## config.mk

```make
export PLATFORM = sky130hd
export DESIGN_NAME = uf_decoder_top
export DESIGN_NICKNAME = d
export VERILOG_FILES = /design/src/decoder_pkg.sv /design/src/cluster_array.sv /design/src/result_fifo.sv /design/src/result_serializer.sv /design/src/stage_controller.sv /design/src/uf_decoder_top.sv
export VERILOG_INCLUDE_DIRS = /design/src
export SDC_FILE = /design/constraint.sdc
export NUM_CORES = 1
export LEC_CHECK = 0
export ABC_AREA = 1
export ABC_CLOCK_PERIOD_IN_PS = 3300
export BUFFER_PORTS_ARGS = -buffer_cell sky130_fd_sc_hd__buf_4
export CAP_MARGIN = 20
export CORE_MARGIN = 3
export CORE_UTILIZATION = 62
export CTS_CLUSTER_DIAMETER = 100
export DETAILED_ROUTE_END_ITERATION = 12
export GPL_ROUTABILITY_DRIVEN = 0
export GPL_TIMING_DRIVEN = 0
export PLACE_DENSITY = 0.75
export SYNTH_ARGS = -nofsm -noshare
export SYNTH_HDL_FRONTEND = slang
export SYNTH_HIERARCHICAL = 1
export SYNTH_SLANG_ARGS = --single-unit
```

## constraint.sdc

```tcl
create_clock -name clk -period 3.3 [get_ports clk]
set_input_delay 0.66 -clock clk [delete_from_list [all_inputs] [get_ports clk]]
set_output_delay 0.66 -clock clk [all_outputs]
set_load 0.02 [all_outputs]
```

## src/decoder_settings.svh

```systemverilog
`ifndef DECODER_SETTINGS_SVH
`define DECODER_SETTINGS_SVH

// Processing units in the chain
// This is also the width of the measurement byte and of the correction
`define UF_PU_COUNT 8

// Extra cycles that MERGE and PEELING wait before they sample busy
`define UF_STAGE_DELAY 2

// Result records buffered ahead of the serializer
`define UF_FIFO_DEPTH 4

`endif

```

## src/decoder_pkg.sv

```systemverilog
`default_nettype none

`include "decoder_settings.svh"

package decoder_pkg;

    typedef enum logic [2:0] {
        IDLE,
        PARAMS,
        MEAS_PREPARING,
        MEAS_LOADING,
        GROW,
        MERGE,
        PEELING,
        RESULT
    } stage_e;

    typedef enum logic [7:0] {
        MSG_START       = 8'h01,
        MSG_MEAS_HEADER = 8'h02
    } msg_e;

    typedef struct packed {
        logic [7:0]              iterations;
        logic [15:0]             cycles;
        logic [`UF_PU_COUNT-1:0] correction; // Bit 7 is the right boundary edge
    } result_t;

endpackage

`default_nettype wire

```

## src/cluster_array.sv

```systemverilog
`default_nettype none

`include "decoder_settings.svh"

module cluster_array (
    input  wire logic                    clk,
    input  wire logic                    reset,
    input  wire logic                    load,
    input  wire logic [`UF_PU_COUNT-1:0] defects,
    input  wire logic                    grow,
    input  wire logic                    peel,
    output logic                         busy,
    output logic                         odd,
    output logic [`UF_PU_COUNT-1:0]      correction
);

    localparam int N     = `UF_PU_COUNT;
    localparam int RAD_W = $clog2(N + 1);

    logic [N-1:0]     defect_q;
    logic [N-1:0]     cover_q;
    logic [RAD_W-1:0] radius;
    logic             can_grow;
    logic             scan_parity;
    logic             odd_scan;
    logic             peel_open;
    logic [N-1:0]     peel_corr;

    // Coverage stops widening once it spans the whole chain
    assign can_grow = grow && (radius < RAD_W'(N));

    // Parity of each cluster, closed out at the first uncovered PU
    always_comb begin
        scan_parity = 1'b0;
        odd_scan    = 1'b0;
        for (int i = 0; i < N; i++) begin
            if (cover_q[i]) begin
                scan_parity = scan_parity ^ defect_q[i];
            end else begin
                odd_scan    = odd_scan | scan_parity;
                scan_parity = 1'b0;
            end
        end
    end

    // Pair defects left to right; an open pair at PU 7 runs to the boundary
    always_comb begin
        peel_open = 1'b0;
        for (int i = 0; i < N; i++) begin
            if (!cover_q[i]) begin
                peel_open = 1'b0;
            end else if (defect_q[i]) begin
                peel_open = !peel_open;
            end
            peel_corr[i] = peel_open;
        end
    end

    always_ff @(posedge clk) begin
        if (reset) begin
            busy   <= 1'b0;
            odd    <= 1'b0;
            radius <= '0;
        end else begin
            busy <= grow || peel;
            if (load) begin
                radius <= '0;
                odd    <= 1'b0;
            end else begin
                if (can_grow) begin
                    radius <= radius + 1'b1;
                end
                if (busy) begin
                    odd <= odd_scan;
                end
            end
        end
    end

    always_ff @(posedge clk) begin
        if (load) begin
            defect_q <= defects;
            cover_q  <= defects;
        end else if (can_grow) begin
            cover_q <= cover_q | (cover_q << 1) | (cover_q >> 1);
        end
        if (peel) begin
            correction <= peel_corr;
        end
    end

endmodule

`default_nettype wire

```

## src/result_fifo.sv

```systemverilog
`default_nettype none

`include "decoder_settings.svh"

module result_fifo
    import decoder_pkg::*;
#(
    parameter int DEPTH = `UF_FIFO_DEPTH
) (
    input  wire logic    clk,
    input  wire logic    reset,
    input  wire result_t push_data,
    input  wire logic    push_valid,
    output logic         push_ready,
    output result_t      pop_data,
    output logic         pop_valid,
    input  wire logic    pop_ready
);

    localparam int PTR_W = (DEPTH > 1) ? $clog2(DEPTH) : 1;
    localparam int CNT_W = $clog2(DEPTH + 1);

    result_t          mem [DEPTH];
    logic [PTR_W-1:0] wr_ptr;
    logic [PTR_W-1:0] rd_ptr;
    logic [CNT_W-1:0] count;
    logic             push_fire;
    logic             pop_fire;

    assign push_ready = (count != CNT_W'(DEPTH));
    assign pop_valid  = (count != '0);
    assign pop_data   = mem[rd_ptr];
    assign push_fire  = push_valid && push_ready;
    assign pop_fire   = pop_valid && pop_ready;

    always_ff @(posedge clk) begin
        if (reset) begin
            wr_ptr <= '0;
            rd_ptr <= '0;
            count  <= '0;
        end else begin
            if (push_fire) begin
                wr_ptr <= (wr_ptr == PTR_W'(DEPTH - 1)) ? '0 : wr_ptr + 1'b1;
            end
            if (pop_fire) begin
                rd_ptr <= (rd_ptr == PTR_W'(DEPTH - 1)) ? '0 : rd_ptr + 1'b1;
            end
            if (push_fire && !pop_fire) begin
                count <= count + 1'b1;
            end else if (pop_fire && !push_fire) begin
                count <= count - 1'b1;
            end
        end
    end

    always_ff @(posedge clk) begin
        if (push_fire) begin
            mem[wr_ptr] <= push_data;
        end
    end

endmodule

`default_nettype wire

```

## src/result_serializer.sv

```systemverilog
`default_nettype none

module result_serializer
    import decoder_pkg::*;
(
    input  wire logic    clk,
    input  wire logic    reset,
    input  wire result_t pop_data,
    input  wire logic    pop_valid,
    output logic         pop_ready,
    output logic [7:0]   out_data,
    output logic         out_valid,
    input  wire logic    out_ready
);

    result_t    record;
    logic [1:0] byte_idx;
    logic       out_fire;
    logic       last_byte;

    assign out_fire  = out_valid && out_ready;
    assign last_byte = (byte_idx == 2'd3);

    // Take the next record while the last byte of the current one leaves
    assign pop_ready = pop_valid && (!out_valid || (out_fire && last_byte));

    always_ff @(posedge clk) begin
        if (reset) begin
            out_valid <= 1'b0;
            byte_idx  <= '0;
        end else if (pop_ready) begin
            out_valid <= 1'b1;
            byte_idx  <= '0;
        end else if (out_fire) begin
            if (last_byte) begin
                out_valid <= 1'b0;
            end
            byte_idx <= byte_idx + 1'b1;
        end
    end

    always_ff @(posedge clk) begin
        if (pop_ready) begin
            record <= pop_data;
        end
    end

    always_comb begin
        case (byte_idx)
            2'd0:    out_data = record.iterations;
            2'd1:    out_data = record.cycles[15:8];
            2'd2:    out_data = record.cycles[7:0];
            default: out_data = record.correction;
        endcase
    end

endmodule

`default_nettype wire

```

## src/stage_controller.sv

```systemverilog
`default_nettype none

`include "decoder_settings.svh"

module stage_controller
    import decoder_pkg::*;
(
    input  wire logic                    clk,
    input  wire logic                    reset,
    input  wire logic [7:0]              in_data,
    input  wire logic                    in_valid,
    output logic                         in_ready,
    output logic [`UF_PU_COUNT-1:0]      defects,
    output logic                         load,
    output logic                         grow,
    output logic                         peel,
    input  wire logic                    busy,
    input  wire logic                    odd,
    input  wire logic [`UF_PU_COUNT-1:0] correction,
    output result_t                      push_data,
    output logic                         push_valid,
    input  wire logic                    push_ready,
    output stage_e                       stage
);

    localparam int DELAY_W = $clog2(`UF_STAGE_DELAY + 1);

    stage_e             stage_next;
    logic [DELAY_W-1:0] delay_cnt;
    logic [7:0]         iter_cnt;
    logic [15:0]        cycle_cnt;
    logic               in_fire;
    logic               delay_done;

    assign in_fire    = in_valid && in_ready;
    assign delay_done = (delay_cnt >= DELAY_W'(`UF_STAGE_DELAY));

    always_comb begin
        stage_next = stage;
        case (stage)
            IDLE: begin
                if (in_fire) begin
                    if (in_data == MSG_START) begin
                        stage_next = PARAMS;
                    end else if (in_data == MSG_MEAS_HEADER) begin
                        stage_next = MEAS_PREPARING;
                    end
                end
            end
            PARAMS:         stage_next = IDLE;
            MEAS_PREPARING: begin
                if (in_fire) begin
                    stage_next = MEAS_LOADING;
                end
            end
            MEAS_LOADING:   stage_next = GROW;
            GROW:           stage_next = MERGE;
            MERGE: begin
                if (delay_done && !busy) begin
                    stage_next = odd ? GROW : PEELING;
                end
            end
            PEELING: begin
                if (delay_done && !busy) begin
                    stage_next = RESULT;
                end
            end
            RESULT: begin
                if (push_ready) begin
                    stage_next = IDLE; // Full FIFO holds us here
                end
            end
            default:        stage_next = IDLE;
        endcase
    end

    always_ff @(posedge clk) begin
        if (reset) begin
            stage      <= IDLE;
            delay_cnt  <= '0;
            in_ready   <= 1'b0;
            push_valid <= 1'b0;
        end else begin
            stage      <= stage_next;
            in_ready   <= (stage_next == IDLE) || (stage_next == MEAS_PREPARING);
            push_valid <= (stage_next == RESULT);
            if (stage_next != stage) begin
                delay_cnt <= '0;
            end else if (!delay_done) begin
                delay_cnt <= delay_cnt + 1'b1;
            end
        end
    end

    always_ff @(posedge clk) begin
        if (reset) begin
            iter_cnt  <= '0;
            cycle_cnt <= '0;
        end else if (stage == PARAMS) begin
            iter_cnt  <= '0;
            cycle_cnt <= '0;
        end else if (stage == MEAS_LOADING) begin
            iter_cnt  <= '0;
            cycle_cnt <= 16'd1;
        end else begin
            if (stage == GROW) begin
                iter_cnt <= iter_cnt + 1'b1;
            end
            if (stage inside {GROW, MERGE, PEELING}) begin
                cycle_cnt <= cycle_cnt + 1'b1;
            end
        end
    end

    always_ff @(posedge clk) begin
        if (stage == MEAS_PREPARING && in_fire) begin
            defects <= in_data;
        end
    end

    assign load = (stage == MEAS_LOADING);
    assign grow = (stage == GROW);
    assign peel = (stage == PEELING) && (delay_cnt == '0); // First PEELING cycle only

    assign push_data = '{iterations: iter_cnt, cycles: cycle_cnt, correction: correction};

endmodule

`default_nettype wire

```

## src/uf_decoder_top.sv

```systemverilog
`default_nettype none

`include "decoder_settings.svh"

module uf_decoder_top
    import decoder_pkg::*;
(
    input  wire logic       clk,
    input  wire logic       reset,
    input  wire logic [7:0] in_data,
    input  wire logic       in_valid,
    output logic            in_ready,
    output logic [7:0]      out_data,
    output logic            out_valid,
    input  wire logic       out_ready
);

    logic [`UF_PU_COUNT-1:0] defects;
    logic                    load;
    logic                    grow;
    logic                    peel;
    logic                    busy;
    logic                    odd;
    logic [`UF_PU_COUNT-1:0] correction;
    result_t                 push_data;
    logic                    push_valid;
    logic                    push_ready;
    result_t                 pop_data;
    logic                    pop_valid;
    logic                    pop_ready;

    stage_controller u_ctrl (
        .clk        (clk),
        .reset      (reset),
        .in_data    (in_data),
        .in_valid   (in_valid),
        .in_ready   (in_ready),
        .defects    (defects),
        .load       (load),
        .grow       (grow),
        .peel       (peel),
        .busy       (busy),
        .odd        (odd),
        .correction (correction),
        .push_data  (push_data),
        .push_valid (push_valid),
        .push_ready (push_ready),
        .stage      ()            // Observed by the bound checker
    );

    cluster_array u_array (
        .clk        (clk),
        .reset      (reset),
        .load       (load),
        .defects    (defects),
        .grow       (grow),
        .peel       (peel),
        .busy       (busy),
        .odd        (odd),
        .correction (correction)
    );

    result_fifo #(
        .DEPTH (`UF_FIFO_DEPTH)
    ) u_fifo (
        .clk        (clk),
        .reset      (reset),
        .push_data  (push_data),
        .push_valid (push_valid),
        .push_ready (push_ready),
        .pop_data   (pop_data),
        .pop_valid  (pop_valid),
        .pop_ready  (pop_ready)
    );

    result_serializer u_ser (
        .clk        (clk),
        .reset      (reset),
        .pop_data   (pop_data),
        .pop_valid  (pop_valid),
        .pop_ready  (pop_ready),
        .out_data   (out_data),
        .out_valid  (out_valid),
        .out_ready  (out_ready)
    );

endmodule

`default_nettype wire
```

# ---- After elaboration in Yosys (flattened, before gate mapping)
# Memories as Yosys holds them, arrays and structs flattened. A register that Yosys moved wholly into a read port is not among the register bits.
# Index checks and enable logic that the tools add are counted.
# W data, S select, Z words.
dict set report classes {
  muxes 52
  n_reduce_logical 43
  eq_ne 18
  bitwise_logic 14
  order_cmp 2
  add_sub_neg 9
}
# cell count
set ops {}
lappend ops {{$mux W1} 36}
lappend ops {{$mux W3} 9}
lappend ops {{$pmux W3 S8} 1}
lappend ops {{$pmux W8 S3} 1}
lappend ops {{$add A16 B1 Y16 const B} 1}
lappend ops {{$mux W8} 2}
lappend ops {{$eq A3 B3 Y1 const B} 5}
lappend ops {{$logic_and A1 B1 Y1} 12}
lappend ops {{$logic_not A1 Y1} 11}
lappend ops {{$reduce_bool A2 Y1} 5}
lappend ops {{$eq A3 B2 Y1 const B} 3}
lappend ops {{$add A2 B1 Y2 const B} 4}
lappend ops {{$add A8 B1 Y8 const B} 1}
lappend ops {{$eq A2 B2 Y1 const B} 4}
lappend ops {{$eq A8 B1 Y1 const B} 1}
lappend ops {{$eq A8 B2 Y1 const B} 1}
lappend ops {{$or A8 B7 Y8} 1}
lappend ops {{$or A8 B8 Y8} 1}
lappend ops {{$reduce_or A2 Y1} 4}
lappend ops {{$logic_not A3 Y1} 2}
lappend ops {{$mux W2} 3}
lappend ops {{$or A1 B1 Y1} 6}
lappend ops {{$reduce_bool A3 Y1} 2}
lappend ops {{$xor A1 B1 Y1} 6}
lappend ops {{13 further kinds} 16}
dict set report word_totals {
  regBits 79
  ramBits 128
  out_inout_bits 10
  n_memories 1
  elab_cells 159
}
# name depth word_bits read_ports rd_ports_with_merged_regs write_ports line
set memory_table {}
lappend memory_table {u_fifo.mem 4 32 1 1 1 result_fifo.sv:23} ;# result_t mem [DEPTH];

# ---- Longest topological paths before layout
# Gate-level depths: netlist of run 1.
dict set report depth {
  word_depth 22
  depth_mapped 16
  ltp_nobuf 16
}

# ---- Hierarchy
# Netlist of run 1, hierarchy kept.
# module area_per_inst_um2 n_inst seq_area_each_um2 cells_each
set by_module_without_submodules {}
lappend by_module_without_submodules {result_fifo 5276.3 1 4023.9 378}
lappend by_module_without_submodules {stage_controller 2031.9 1 860.8 272}
lappend by_module_without_submodules {result_serializer 1425.1 1 1021.0 120}
lappend by_module_without_submodules {cluster_array 1317.5 1 840.8 126}

# ---- Worst setup path before layout of run 1
# No wires, ideal clock.
dict set report synth_timing {
  kind {input to register}
  start {input port out_ready}
  end {register u_fifo.count[1]}
  path_stages 10
  arrival_time_ns 2.587
  n_path_buf 0
  setup_slack_ns 0.598
  required_time_ns 3.184
  path_cell_list {nand2_4 > nand2_4 > nand2_4 > inv_1 > nand2_1 > ha_1 > inv_1 > fa_1 > o21ai_0 > nor2_1}
}
dict set report synth_between {
  elab_chain_cells 8
}
# item line
set synth_rtl {}
lappend synth_rtl {{start, declared} uf_decoder_top.sv:15} ;# input wire logic out_ready
lappend synth_rtl {{$logic_and A1 B1 Y1 (*)} result_serializer.sv:21} ;# assign out_fire = out_valid && out_ready;
lappend synth_rtl {{$logic_and A1 B1 Y1 (*)} result_serializer.sv:25} ;# assign pop_ready = pop_valid && (!out_valid || (out_fire && last_byte));
lappend synth_rtl {{$logic_or A1 B1 Y1 (*)} result_serializer.sv:25}
lappend synth_rtl {{$logic_and A1 B1 Y1 (*)} result_serializer.sv:25}
lappend synth_rtl {{net pop_ready} uf_decoder_top.sv:30} ;# logic pop_ready;
lappend synth_rtl {{$logic_and A1 B1 Y1 (*)} result_fifo.sv:34} ;# assign pop_fire = pop_valid && pop_ready;
lappend synth_rtl {{$logic_not A1 Y1} result_fifo.sv:48} ;# if (push_fire && !pop_fire) begin
lappend synth_rtl {{$logic_and A1 B1 Y1} result_fifo.sv:48}
lappend synth_rtl {{$mux W3 or $reduce_bool A2 Y1 (tied branches)} n/a}
lappend synth_rtl {{end signal, assigned} result_fifo.sv:49} ;# count <= count + 1'b1;
lappend synth_rtl {{end signal, assigned} result_fifo.sv:51} ;# count <= count - 1'b1;
lappend synth_rtl {{end, declared} result_fifo.sv:26} ;# logic [CNT_W-1:0] count;
# Mark *: on every way through the listed nets, which the timed path passes. The rest lies on a longest branch.
# A chain may end at the register's enable or synchronous reset.

# ---- Worst setup path after layout of run 1
dict set report layout_timing {
  start {register u_ser.byte_idx[0]}
  end {register u_fifo.count[1]}
}
dict set report layout_between {
  elab_chain_cells 8
}
# item line
set layout_rtl {}
lappend layout_rtl {{start, declared} result_serializer.sv:17} ;# logic [1:0] byte_idx;
lappend layout_rtl {{start signal, assigned} result_serializer.sv:38} ;# byte_idx <= byte_idx + 1'b1;
lappend layout_rtl {{$eq A2 B2 Y1 (*)} result_serializer.sv:22} ;# assign last_byte = (byte_idx == 2'd3);
lappend layout_rtl {{$logic_and A1 B1 Y1 (*)} result_serializer.sv:25}
lappend layout_rtl {{$logic_or A1 B1 Y1 (*)} result_serializer.sv:25}
lappend layout_rtl {{$logic_and A1 B1 Y1 (*)} result_serializer.sv:25}
lappend layout_rtl {{net pop_ready} uf_decoder_top.sv:30}
lappend layout_rtl {{$logic_and A1 B1 Y1 (*)} result_fifo.sv:34}
lappend layout_rtl {{$logic_not A1 Y1} result_fifo.sv:48}
lappend layout_rtl {{$logic_and A1 B1 Y1} result_fifo.sv:48}
lappend layout_rtl {{$mux W3 or $reduce_bool A2 Y1 (tied branches)} n/a}
# Marked as above.

==> flow_summary.toml, run 1 <==
[sta]
post-route-min-period_ns = 2.63
final-setup-viol-count = 0
fin_crit_sh_pct = 79.7
rsz0062_at_grt = "false"
tightestPinTransition_ns = 0.791
slew_violations = 0
clock_skew_ns = 0.00868
hold_viol = 0
max_freq_ghz = 0.380
hold-worst-slack_ns = 0.339
slew_headroom_pct = 47.1

[die]
dieArea_mm2 = 0.0178
coreArea_mm2 = 0.0155
rows = 45
die_w_um = 133
die_h_um = 133
start_util_pct = 64.7
design.portCount = 22

[synth]
synth_edf_count = 192
synthArstFlopShare_pct = 0
synthesis.nets = 924
seq_area_frac_synth_pct = 67.1
synth_cell_types = 41
synth_ff_type = "edfxtp_1"
synth_top_area_cell = "edfxtp_1"
syn_inst = 896
synth_top_area_share_pct = 57.4
syn_avg_cell_area_um2 = 11.2
synth.ff_latch_count = 241
yosysWarnings = 6
synth_area_leaders = "edfxtp_1, dfxtp_1, nor2_1"
netlist_area_mm2 = 0.0101

[cts]
cts_root_buf = "clkbuf_16"
ctsResizeCount = 0
numCtsBuffers = 24
clock_latency_ns = 0.51
htreeDepth = 1
cts_tree = "done"
postCtsSetupBuffers = 0
cts_buffer_depth = 3
clk_pin_slew_ns = 0.06
clock-sinks = 241
ctsHoldBuffers = 0

[layout]
fillCellCount = 1030
final_util_pct = 73.4
antennaDiodeCount = 0
final_nets = 976
final_cell_mix = "edfxtp_1, nand2_1, nor2_1"
mostFrequentLayoutCell = "edfxtp_1"
stdcell_area_mm2 = 0.0114
multi_input_area_mm2 = 0.00272
syn_to_final_growth_pct = 13.6
drive_gt1_share_pct = 14.3
regArea_mm2 = 0.00675

[place]
place_area_mm2 = 0.0106
post-dp-hpwl_mm = 14.0
port_buffers = 21

[min_path]
holdCritPathClass = "input port to flop"

[power]
seqPwrFrac_pct = 52.6
peakVddDrop_uv = 412
pwr-share-clk_pct = 43.0
p_comb_share_pct = 4.4
swShare_pct = 20.7
powerDensity_mw_per_mm2 = 549
p_int_w = 0.00497
p_sw_w = 0.00130
power_leakage_nw = 4.51

[route]
drt_iter0_drc = 818
ant_nets = 0
wire_per_inst_um = 17.9
dr.pass1.iters = 7
vias_per_cell = 5.65
route.detailed.drc = 0
wirelength_mm = 21.0
via_count = 6646

[worst_setup_path]
end_kind = "flop"
critical_path_arrival_ns = 3.03
startpoint_type = "flop"
cp_max_fo = 11
crit_type = "flop to flop"
crit_required_ns = 3.70

[global_route]
grt_pass1_vias = 6705
grt-ovfl-total = 0
grt_max_degree = 29
grt.total_usage_pct = 24.2
antenna_found_initial = 0
grt_pass1_wl_mm = 34.3

[job]
max_cap_violations = 0

[status]
status = "complete, no violations"
-- metrics by stage --
stage,instances,total power (W),worst slack (ns),TNS (ns)
after floorplan,896,0.00356,0.598,0
after global placement,1128,0.00362,-0.279,-30.64
after detailed placement,1133,0.00364,0.617,0
after CTS,1177,0.00629,0.659,0
after global routing,1177,0.00650,0.464,0
final,1177,0.00627,0.669,0
-- cell usage after synthesis, types with 2 or more instances --
| cell type | instances |
|---|---|
| nor3b_1 | 2 |
| nand3_2 | 7 |
| nor3_2 | 3 |
| nand4_1 | 10 |
| nand2_1 | 136 |
| ha_1 | 15 |
| buf_4 | 13 |
| o21ai_1 | 29 |
| buf_6 | 10 |
| a21oi_1 | 30 |
| xor2_1 | 3 |
| buf_2 | 9 |
| nor2_1 | 138 |
| o21ai_0 | 51 |
| inv_2 | 5 |
| nor3_4 | 2 |
| edfxtp_1 | 192 |
| nand2_2 | 11 |
| nand2_4 | 4 |
| nor3_1 | 6 |
| inv_1 | 84 |
| dfxtp_1 | 49 |
| o22ai_1 | 32 |
| nor2_4 | 3 |
| nand3b_1 | 3 |
| nand3_1 | 33 |
| clkbuf_1 | 2 |
-- layer usage --
layer  track usage (%)  vias to the layer above  part of all wire [%]
met3              3.78                       30                   6.9
met1              31.8                     3174                    41
met4              4.80                        0                   1.3
li1                  -                     3184                     -
met2              43.1                      258                    51
met5                 0                        -                     0
-- worst max-delay path, stage by stage (launching register included) --
cell,delay [ns]
dfxtp_1,0.39
ha_1,0.19
buf_6,0.15
nand2_4,0.06
nand2_4,0.06
nand2_4,0.04
inv_1,0.45
nand2_1,0.20
ha_1,0.24
inv_1,0.09
fa_1,0.41
o21ai_0,0.17
nor2_1,0.06
-- sequential cells by signal (all words and copies together) (netlist names), 4 cells and up, named ones only --
signal and count:
u_ctrl/iter_cnt 8, u_fifo/mem 128, u_ser/record 32, u_array/correction 8, u_array/defect_q 8, u_array/radius 4
u_ctrl/defects 8, u_ctrl/cycle_cnt 16, u_array/cover_q 8
-- power by group through the flow --
stage / logic [W] / registers, W / clock network (W)
after floorplan: 0.000196 / 0.00336 / 0
after detailed placement: 0.000272 / 0.00336 / 0
after CTS: 0.000274 / 0.00330 / 0.00272
final: 0.000277 / 0.00330 / 0.00269
after global placement: 0.000258 / 0.00336 / 0
after global routing: 0.000317 / 0.00330 / 0.00289
-- area by class of cell --
cell class | count | area share, %
Sequential cell | 241 | 59.1
Multi-Input combinational cell | 530 | 23.9
Clock buffer | 35 | 6.36
Inverter | 91 | 3.06
Timing Repair Buffer | 26 | 2.32
Tap cell | 211 | 2.31
Buffer | 34 | 2.30
Clock inverter | 9 | 0.680
-- final timing paths --
kind,startpoint,end,slack [ns],cells after the start
worst max register to register,u_ser/byte_idx[0]$_SDFFE_PP0P_,u_fifo/count[1]$_SDFFE_PP0P_,0.67,12
worst max-delay path,u_ser/byte_idx[0]$_SDFFE_PP0P_,u_fifo/count[1]$_SDFFE_PP0P_,0.67,12
worst min register to register,u_ctrl/defects[6]$_DFFE_PP_,u_array/defect_q[6]$_DFFE_PP_,0.45,0
worst min-delay path,in_data[6],u_ctrl/defects[6]$_DFFE_PP_,0.34,1
-- cells by family (layout without fill, tap and decap cells) --
logic type               count (synthesis)  count (layout)  share of synthesized area, %
AND/OR/NAND/NOR                        362             362                          16.4
flip-flops                             241             241                          67.1
AO/OA/AOI/OAI                          148             148                          7.94
buffers and inverters                  125             195                          6.09
adder cells (fa/ha/maj)                 16              16                          2.07
XOR/XNOR                                 4               4                         0.349
Note: power is estimated with default switching activity, not from simulation.
==> run 2, diff against run 1 <==
- ABC_AREA: 1 -> 0
- ABC_CLOCK_PERIOD_IN_PS: 3300 -> 2250
- CORE_UTILIZATION: 62 -> 56
- PLACE_DENSITY: 0.75 -> 0.71
- clock period: 3.3 -> 2.25 ns (I/O delays scaled with it)
==> run 2 against run 1 <==
Maximum frequency up 13%. Non-clock buffer count up 9. Largest power group unchanged. The run now ends with setup timing left. Count of clock-buffer cells in the layout up 4. Highest routed layer unchanged. Power up 37%.
==> flow_summary.toml, run 2 <==
[status]
status = "complete, but fails checks"
violations = "setup timing"

[min_path]
hold_depth = 1
holdCritPathClass = "input port to flop"
holdPathEnd = "u_ctrl/defects[5]$_DFFE_PP_"
hp-start = "in_data[5]"

[synth]
yosysMostFrequentCell = "edfxtp_1"
synthesis.nets = 658
seq_area_frac_synth_pct = 68.2
synth_top_family_by_area = "simple AND/OR/NAND/NOR gates"
synthArstFlopShare_pct = 0
muxShareOfSynthArea_pct = 8.90
synth_cell_types = 85
synth_compound_area_share_pct = 6.74
synth-xor-area-share_pct = 1.68
yosysWarnings = 6
netlist_area_mm2 = 0.00990
syn_avg_cell_area_um2 = 15.7
synthTopCellsByCount = "edfxtp_1, dfxtp_1, mux4_2, nor2_1, inv_1"
synth_edf_count = 192
syn_inst = 630
synth.ff_latch_count = 241
synth_area_leaders = "edfxtp_1, dfxtp_1, mux4_2"
synth_top_area_share_pct = 58.2
synth_fa_ha_area_share_pct = 2.10
synth_ff_type = "edfxtp_1"
synth_top_area_cell = "edfxtp_1"
yosys.area_share.simple_pct = 9.24

[sta]
final-setup-viol-count = 7
rsz0062_at_grt = "true"
layout_setup_ws_ns = -0.0836
slew_headroom_pct = 37.8
clock_skew_ns = 0.0147
post-route-min-period_ns = 2.33
max_freq_ghz = 0.429
hold_viol = 0
slew_violations = 0
tightestPinTransition_ns = 0.932
fin_crit_sh_pct = 104

[global_route]
grt.total_usage_pct = 19.4
grt_max_degree = 33
grt_pass1_vias = 5639
grt_pass1_wl_mm = 30.2
antenna_found_initial = 0
grt-ovfl-total = 0

[die]
die_w_um = 139
design.portCount = 22
start_util_pct = 58.4
die_h_um = 139
coreArea_mm2 = 0.0169
rows = 47
dieArea_mm2 = 0.0193

[worst_setup_path]
startpoint_type = "flop"
crit_type = "flop to flop"
cp_max_fo = 9
reg2reg_setup_slack_ns = -0.08
worstReg2RegStart = "u_array/cover_q[1]$_DFFE_PP_"
critical_path_arrival_ns = 2.58
r2r-end = "u_array/correction[7]$_SDFFCE_PN0P_"
crit_required_ns = 2.50
end_kind = "flop"
rr_worst_depth = 8

[route]
vias_per_cell = 5.95
wire_per_inst_um = 19.9
drt_iter0_drc = 328
via_count = 5514
route.detailed.drc = 0
dr.pass1.iters = 5
ant_nets = 0
wirelength_mm = 18.5

[cts]
cts_tree = "done"
cts_root_buf = "clkbuf_16"
clock_latency_ns = 0.50
htreeDepth = 1
numCtsBuffers = 24
ctsHoldBuffers = 0
clock-sinks = 241
clk_pin_slew_ns = 0.06
cts_buffer_depth = 3

[layout]
final_cell_mix = "edfxtp_1, buf_4, dfxtp_1"
stdcell_area_mm2 = 0.0113
syn_to_final_growth_pct = 14.4
final_nets = 717
top_register = "u_fifo/mem"
drive_gt1_share_pct = 25.0
antennaDiodeCount = 0
mostFrequentLayoutCell = "edfxtp_1"
largestRegisters = "u_fifo/mem (128), u_ser/record (32), u_ctrl/cycle_cnt (16)"
fillCellCount = 1158
largest_register_ffs = 128

[power]
total_power_w = 0.00862
powerDensity_mw_per_mm2 = 761
power_leakage_nw = 3.86
peakVddDrop_uv = 565

[place]
place_area_mm2 = 0.0104
post-dp-hpwl_mm = 12.0
port_buffers = 21

[job]
max_cap_violations = 0
-- run 2: timing repair --
item / 4_1_cts / 5_1_grt
setup buffers: 13 / 2
setup endpoints to repair: 12 / 22
pin swaps: 22 / 3
gates resized for setup: 24 / 7
gates cloned: 1 / 0
-- run 2: worst max-delay path, cell delays in order, from the launching register on --
cell and delay (ns):
edfxtp_1 0.38, buf_6 0.15, nand4b_1 0.19, o2111ai_4 0.17
a2111o_1 0.48, o211ai_4 0.12, a21oi_2 0.04, or3_4 0.39
mux2i_1 0.14
-- run 2: logic make-up (layout without fill, tap and decap cells) --
logic type               Yosys count  in the layout
AO/OA/AOI/OAI                     86             86
XOR/XNOR                          19             19
adder cells (fa/ha/maj)           16             16
buffers and inverters             66            142
flip-flops                       241            241
multiplexers                      48             48
AND/OR/NAND/NOR                  154            155
-- run 2: stage by stage --
| stage | cells | TNS [ns] | hold WS [ns] | utilization (%) | setup slack (ns) |
|---|---|---|---|---|---|
| global placement | 871 | -0.663 | 0.444 | 61.2 | -0.343 |
| CTS | 925 | -0.253 | 0.111 | 66.6 | -0.0710 |
| finish | 927 | -0.284 | 0.125 | 66.9 | -0.0836 |
| global route | 927 | -1.15 | 0.116 | 66.9 | -0.173 |
| detailed placement | 872 | -0.959 | 0.441 | 61.3 | -0.429 |
| floorplan | 630 | -0.214 | 0.426 | - | -0.214 |
-- run 2: final cells by class --
| cell class | count | area [µm²] | area share [%] |
|---|---|---|---|
| sequential | 241 | 6760 | 59.7 |
| clock buffer | 39 | 708 | 6.25 |
| timing repair buffer | 37 | 275 | 2.43 |
| inverter | 29 | 115 | 1.02 |
| multi-input combinational | 324 | 2970 | 26.2 |
| tap | 220 | 275 | 2.43 |
| buffer | 32 | 194 | 1.71 |
| clock inverter | 5 | 27.5 | 0.243 |
-- run 2: how the worst max path moves through the flow --
stage                     slack [ns]                      startpoint                                  end
after detailed placement       -0.43  u_ser/byte_idx[1]$_SDFFE_PP0P_         u_fifo/count[2]$_SDFFE_PP0P_
after global placement         -0.34  u_ser/byte_idx[1]$_SDFFE_PP0P_         u_fifo/count[2]$_SDFFE_PP0P_
after CTS                      -0.07  u_ser/byte_idx[0]$_SDFFE_PP0P_                          out_data[6]
final                          -0.08    u_array/cover_q[1]$_DFFE_PP_  u_array/correction[7]$_SDFFCE_PN0P_
after floorplan                -0.21  u_ser/byte_idx[1]$_SDFFE_PP0P_         u_fifo/count[2]$_SDFFE_PP0P_
after global routing           -0.17    u_array/cover_q[1]$_DFFE_PP_  u_array/correction[7]$_SDFFCE_PN0P_
-- run 2: where the power goes --
group	internal, W	switching (W)	total, W
sequential	0.00476	0.0000174	0.00477
combinational	0.0000859	0.0000871	0.000173
clock	0.00215	0.00152	0.00367
total	0.00699	0.00163	0.00862
-- run 2: routing by layer --
metal  share of wire (%)  vias up  track usage [%]
met3                 4.3       22             2.72
met5                   0        -                0
li1                    -     2571                -
met4                 1.4        0             5.15
met2                  49      139             31.8
met1                  45     2782             27.7
==> run 3, diff against run 2 <==
- ABC_CLOCK_PERIOD_IN_PS: 2250 -> 2500
- CORE_UTILIZATION: 56 -> 62
- MAX_ROUTING_LAYER: unset -> met4
- PLACE_DENSITY: 0.71 -> 0.75
- clock period: 2.25 -> 2.5 ns (I/O delays scaled with it)
==> run 3 against run 2 <==
The run still ends with setup timing left. Final cell count shrank 1.8%. Clock skew shrank 0.0031 ns. Via count grew 1.2%. First-iteration DRC count grew 67%. Worst hold slack gained 0.055 ns. Setup slack gained 0.064 ns. Global-route usage grew 3.2 points. Power shrank 4.7%.
==> flow_summary.toml, run 3 (synthesis gave the netlist of run 2 again) <==
[worst_setup_path]
cp_max_fo = 8
crit_type = "flop to output port"
startpoint_type = "flop"
end_kind = "output port"
crit_required_ns = 2.00
critical_path_arrival_ns = 2.02

[layout]
largest_register_ffs = 128
final_util_pct = 73.3
drive_gt1_share_pct = 24.0
final_nets = 709
stdcell_area_mm2 = 0.0113
antennaDiodeCount = 0
top_register = "u_fifo/mem"
mostFrequentLayoutCell = "edfxtp_1"
fillCellCount = 958
final_cell_mix = "edfxtp_1, dfxtp_1, buf_4"
largestRegisters = "u_fifo/mem (128), u_ser/record (32), u_ctrl/cycle_cnt (16)"
syn_to_final_growth_pct = 14.2

[global_route]
grt-ovfl-total = 0
grt.total_usage_pct = 22.6
grt_pass1_wl_mm = 30.4
grt_max_degree = 33
grt_pass1_vias = 5627
antenna_found_initial = 0

[route]
vias_per_cell = 6.13
drt_iter0_drc = 547
wire_per_inst_um = 21.1
route.detailed.drc = 0
via_count = 5580
ant_nets = 0
dr.pass1.iters = 8
wirelength_mm = 19.2

[sta]
post-route-min-period_ns = 2.52
tightestPinTransition_ns = 0.935
hold_viol = 0
slew_violations = 0
fin_crit_sh_pct = 101
final-setup-viol-count = 1
layout_setup_ws_ns = -0.0192
max_freq_ghz = 0.397
slew_headroom_pct = 37.6
clock_skew_ns = 0.0116
rsz0062_at_grt = "true"

[min_path]
holdCritPathClass = "input port to flop"

[cts]
clock_latency_ns = 0.51
htreeDepth = 1
cts_buffer_depth = 3
cts_tree = "done"
cts_root_buf = "clkbuf_16"
clock-sinks = 241
clk_pin_slew_ns = 0.06
numCtsBuffers = 24

[status]
status = "complete, but fails checks"
violations = "setup timing"

[die]
die_w_um = 132
rows = 45
dieArea_mm2 = 0.0175
start_util_pct = 64.2
die_h_um = 132
design.portCount = 22
coreArea_mm2 = 0.0154

[place]
port_buffers = 21
place_area_mm2 = 0.0104
post-dp-hpwl_mm = 12.2

[power]
power_leakage_nw = 3.88
peakVddDrop_uv = 519
powerDensity_mw_per_mm2 = 726

[job]
max_cap_violations = 0
run 3: cell types whose count changed in the layout (fill, tap and decap cells not counted), sizes merged:
cell      change
clkinvlp      -2
clkbuf        -3
bufinv        +4
inv           +1
buf          -10
clkinv        +2
run 3: critical path, cell delays in order, from the launching register on:
cell and delay, ns:
dfxtp_4 0.39, inv_2 0.07, ha_4 0.19, a222oi_1 0.49
mux2i_1 0.17, buf_4 0.19
run 3: area by class of cell:
type | instances | area (µm²) | share of cell area, %
flip-flops and latches | 241 | 6760 | 59.8
plain buffers | 34 | 188 | 1.66
clock inverters | 10 | 146 | 1.29
multi-input cells | 324 | 2940 | 26.0
well taps | 211 | 264 | 2.33
repair buffers | 27 | 203 | 1.79
clock buffers | 34 | 699 | 6.19
inverters | 29 | 111 | 0.985
run 3: per-layer routing:
metal	track usage, %	wire [µm]
met5	-	0
met2	35.3	9260
met1	31.8	8230
met3	3.66	1150
met4	5.77	552
run 3: stage by stage:
stage	worst slack, ns	hold WS (ns)	instances	setup TNS, ns	power (W)
6_report	-0.0192	0.180	910	-0.0192	0.00821
2_1_floorplan	0.0362	0.426	630	0	0.00449
5_1_grt	-0.131	0.163	910	-0.175	0.00845
3_3_place_gp	-0.102	0.438	862	-0.102	0.00453
3_5_place_dp	-0.203	0.436	862	-0.259	0.00454
4_1_cts	0.00160	0.165	906	0	0.00828
run 3: power breakdown:
part / leakage (nW) / internal (W) / switching [W] / total (W)
logic: 1.22 / 0.0000772 / 0.0000801 / 0.000157
registers: 2.24 / 0.00428 / 0.0000143 / 0.00430
clock network: 0.416 / 0.00235 / 0.00140 / 0.00376
total: 3.88 / 0.00671 / 0.00150 / 0.00821
run 3: timing repair:
action | 4_1_cts | 5_1_grt
gates resized for setup | 3 | 14
hold buffers | 0 | 0
cloned | 1 | 0
setup endpoints to repair | 10 | 11
buffers inserted | 2 | 4
pin swaps | 4 | 5
run 3: path summary, 6_finish.rpt:
kind / start / end / slack (ns) / cells past startpoint
max: u_ser/byte_idx[1]$_SDFFE_PP0P_ / out_data[4] / -0.02 / 5
min: in_data[3] / u_ctrl/defects[3]$_DFFE_PP_ / 0.18 / 1
max reg2reg: u_array/cover_q[0]$_DFFE_PP_ / u_array/correction[7]$_SDFFCE_PN0P_ / 0.09 / 7
min reg2reg: u_ctrl/defects[7]$_DFFE_PP_ / u_array/defect_q[7]$_DFFE_PP_ / 0.45 / 0
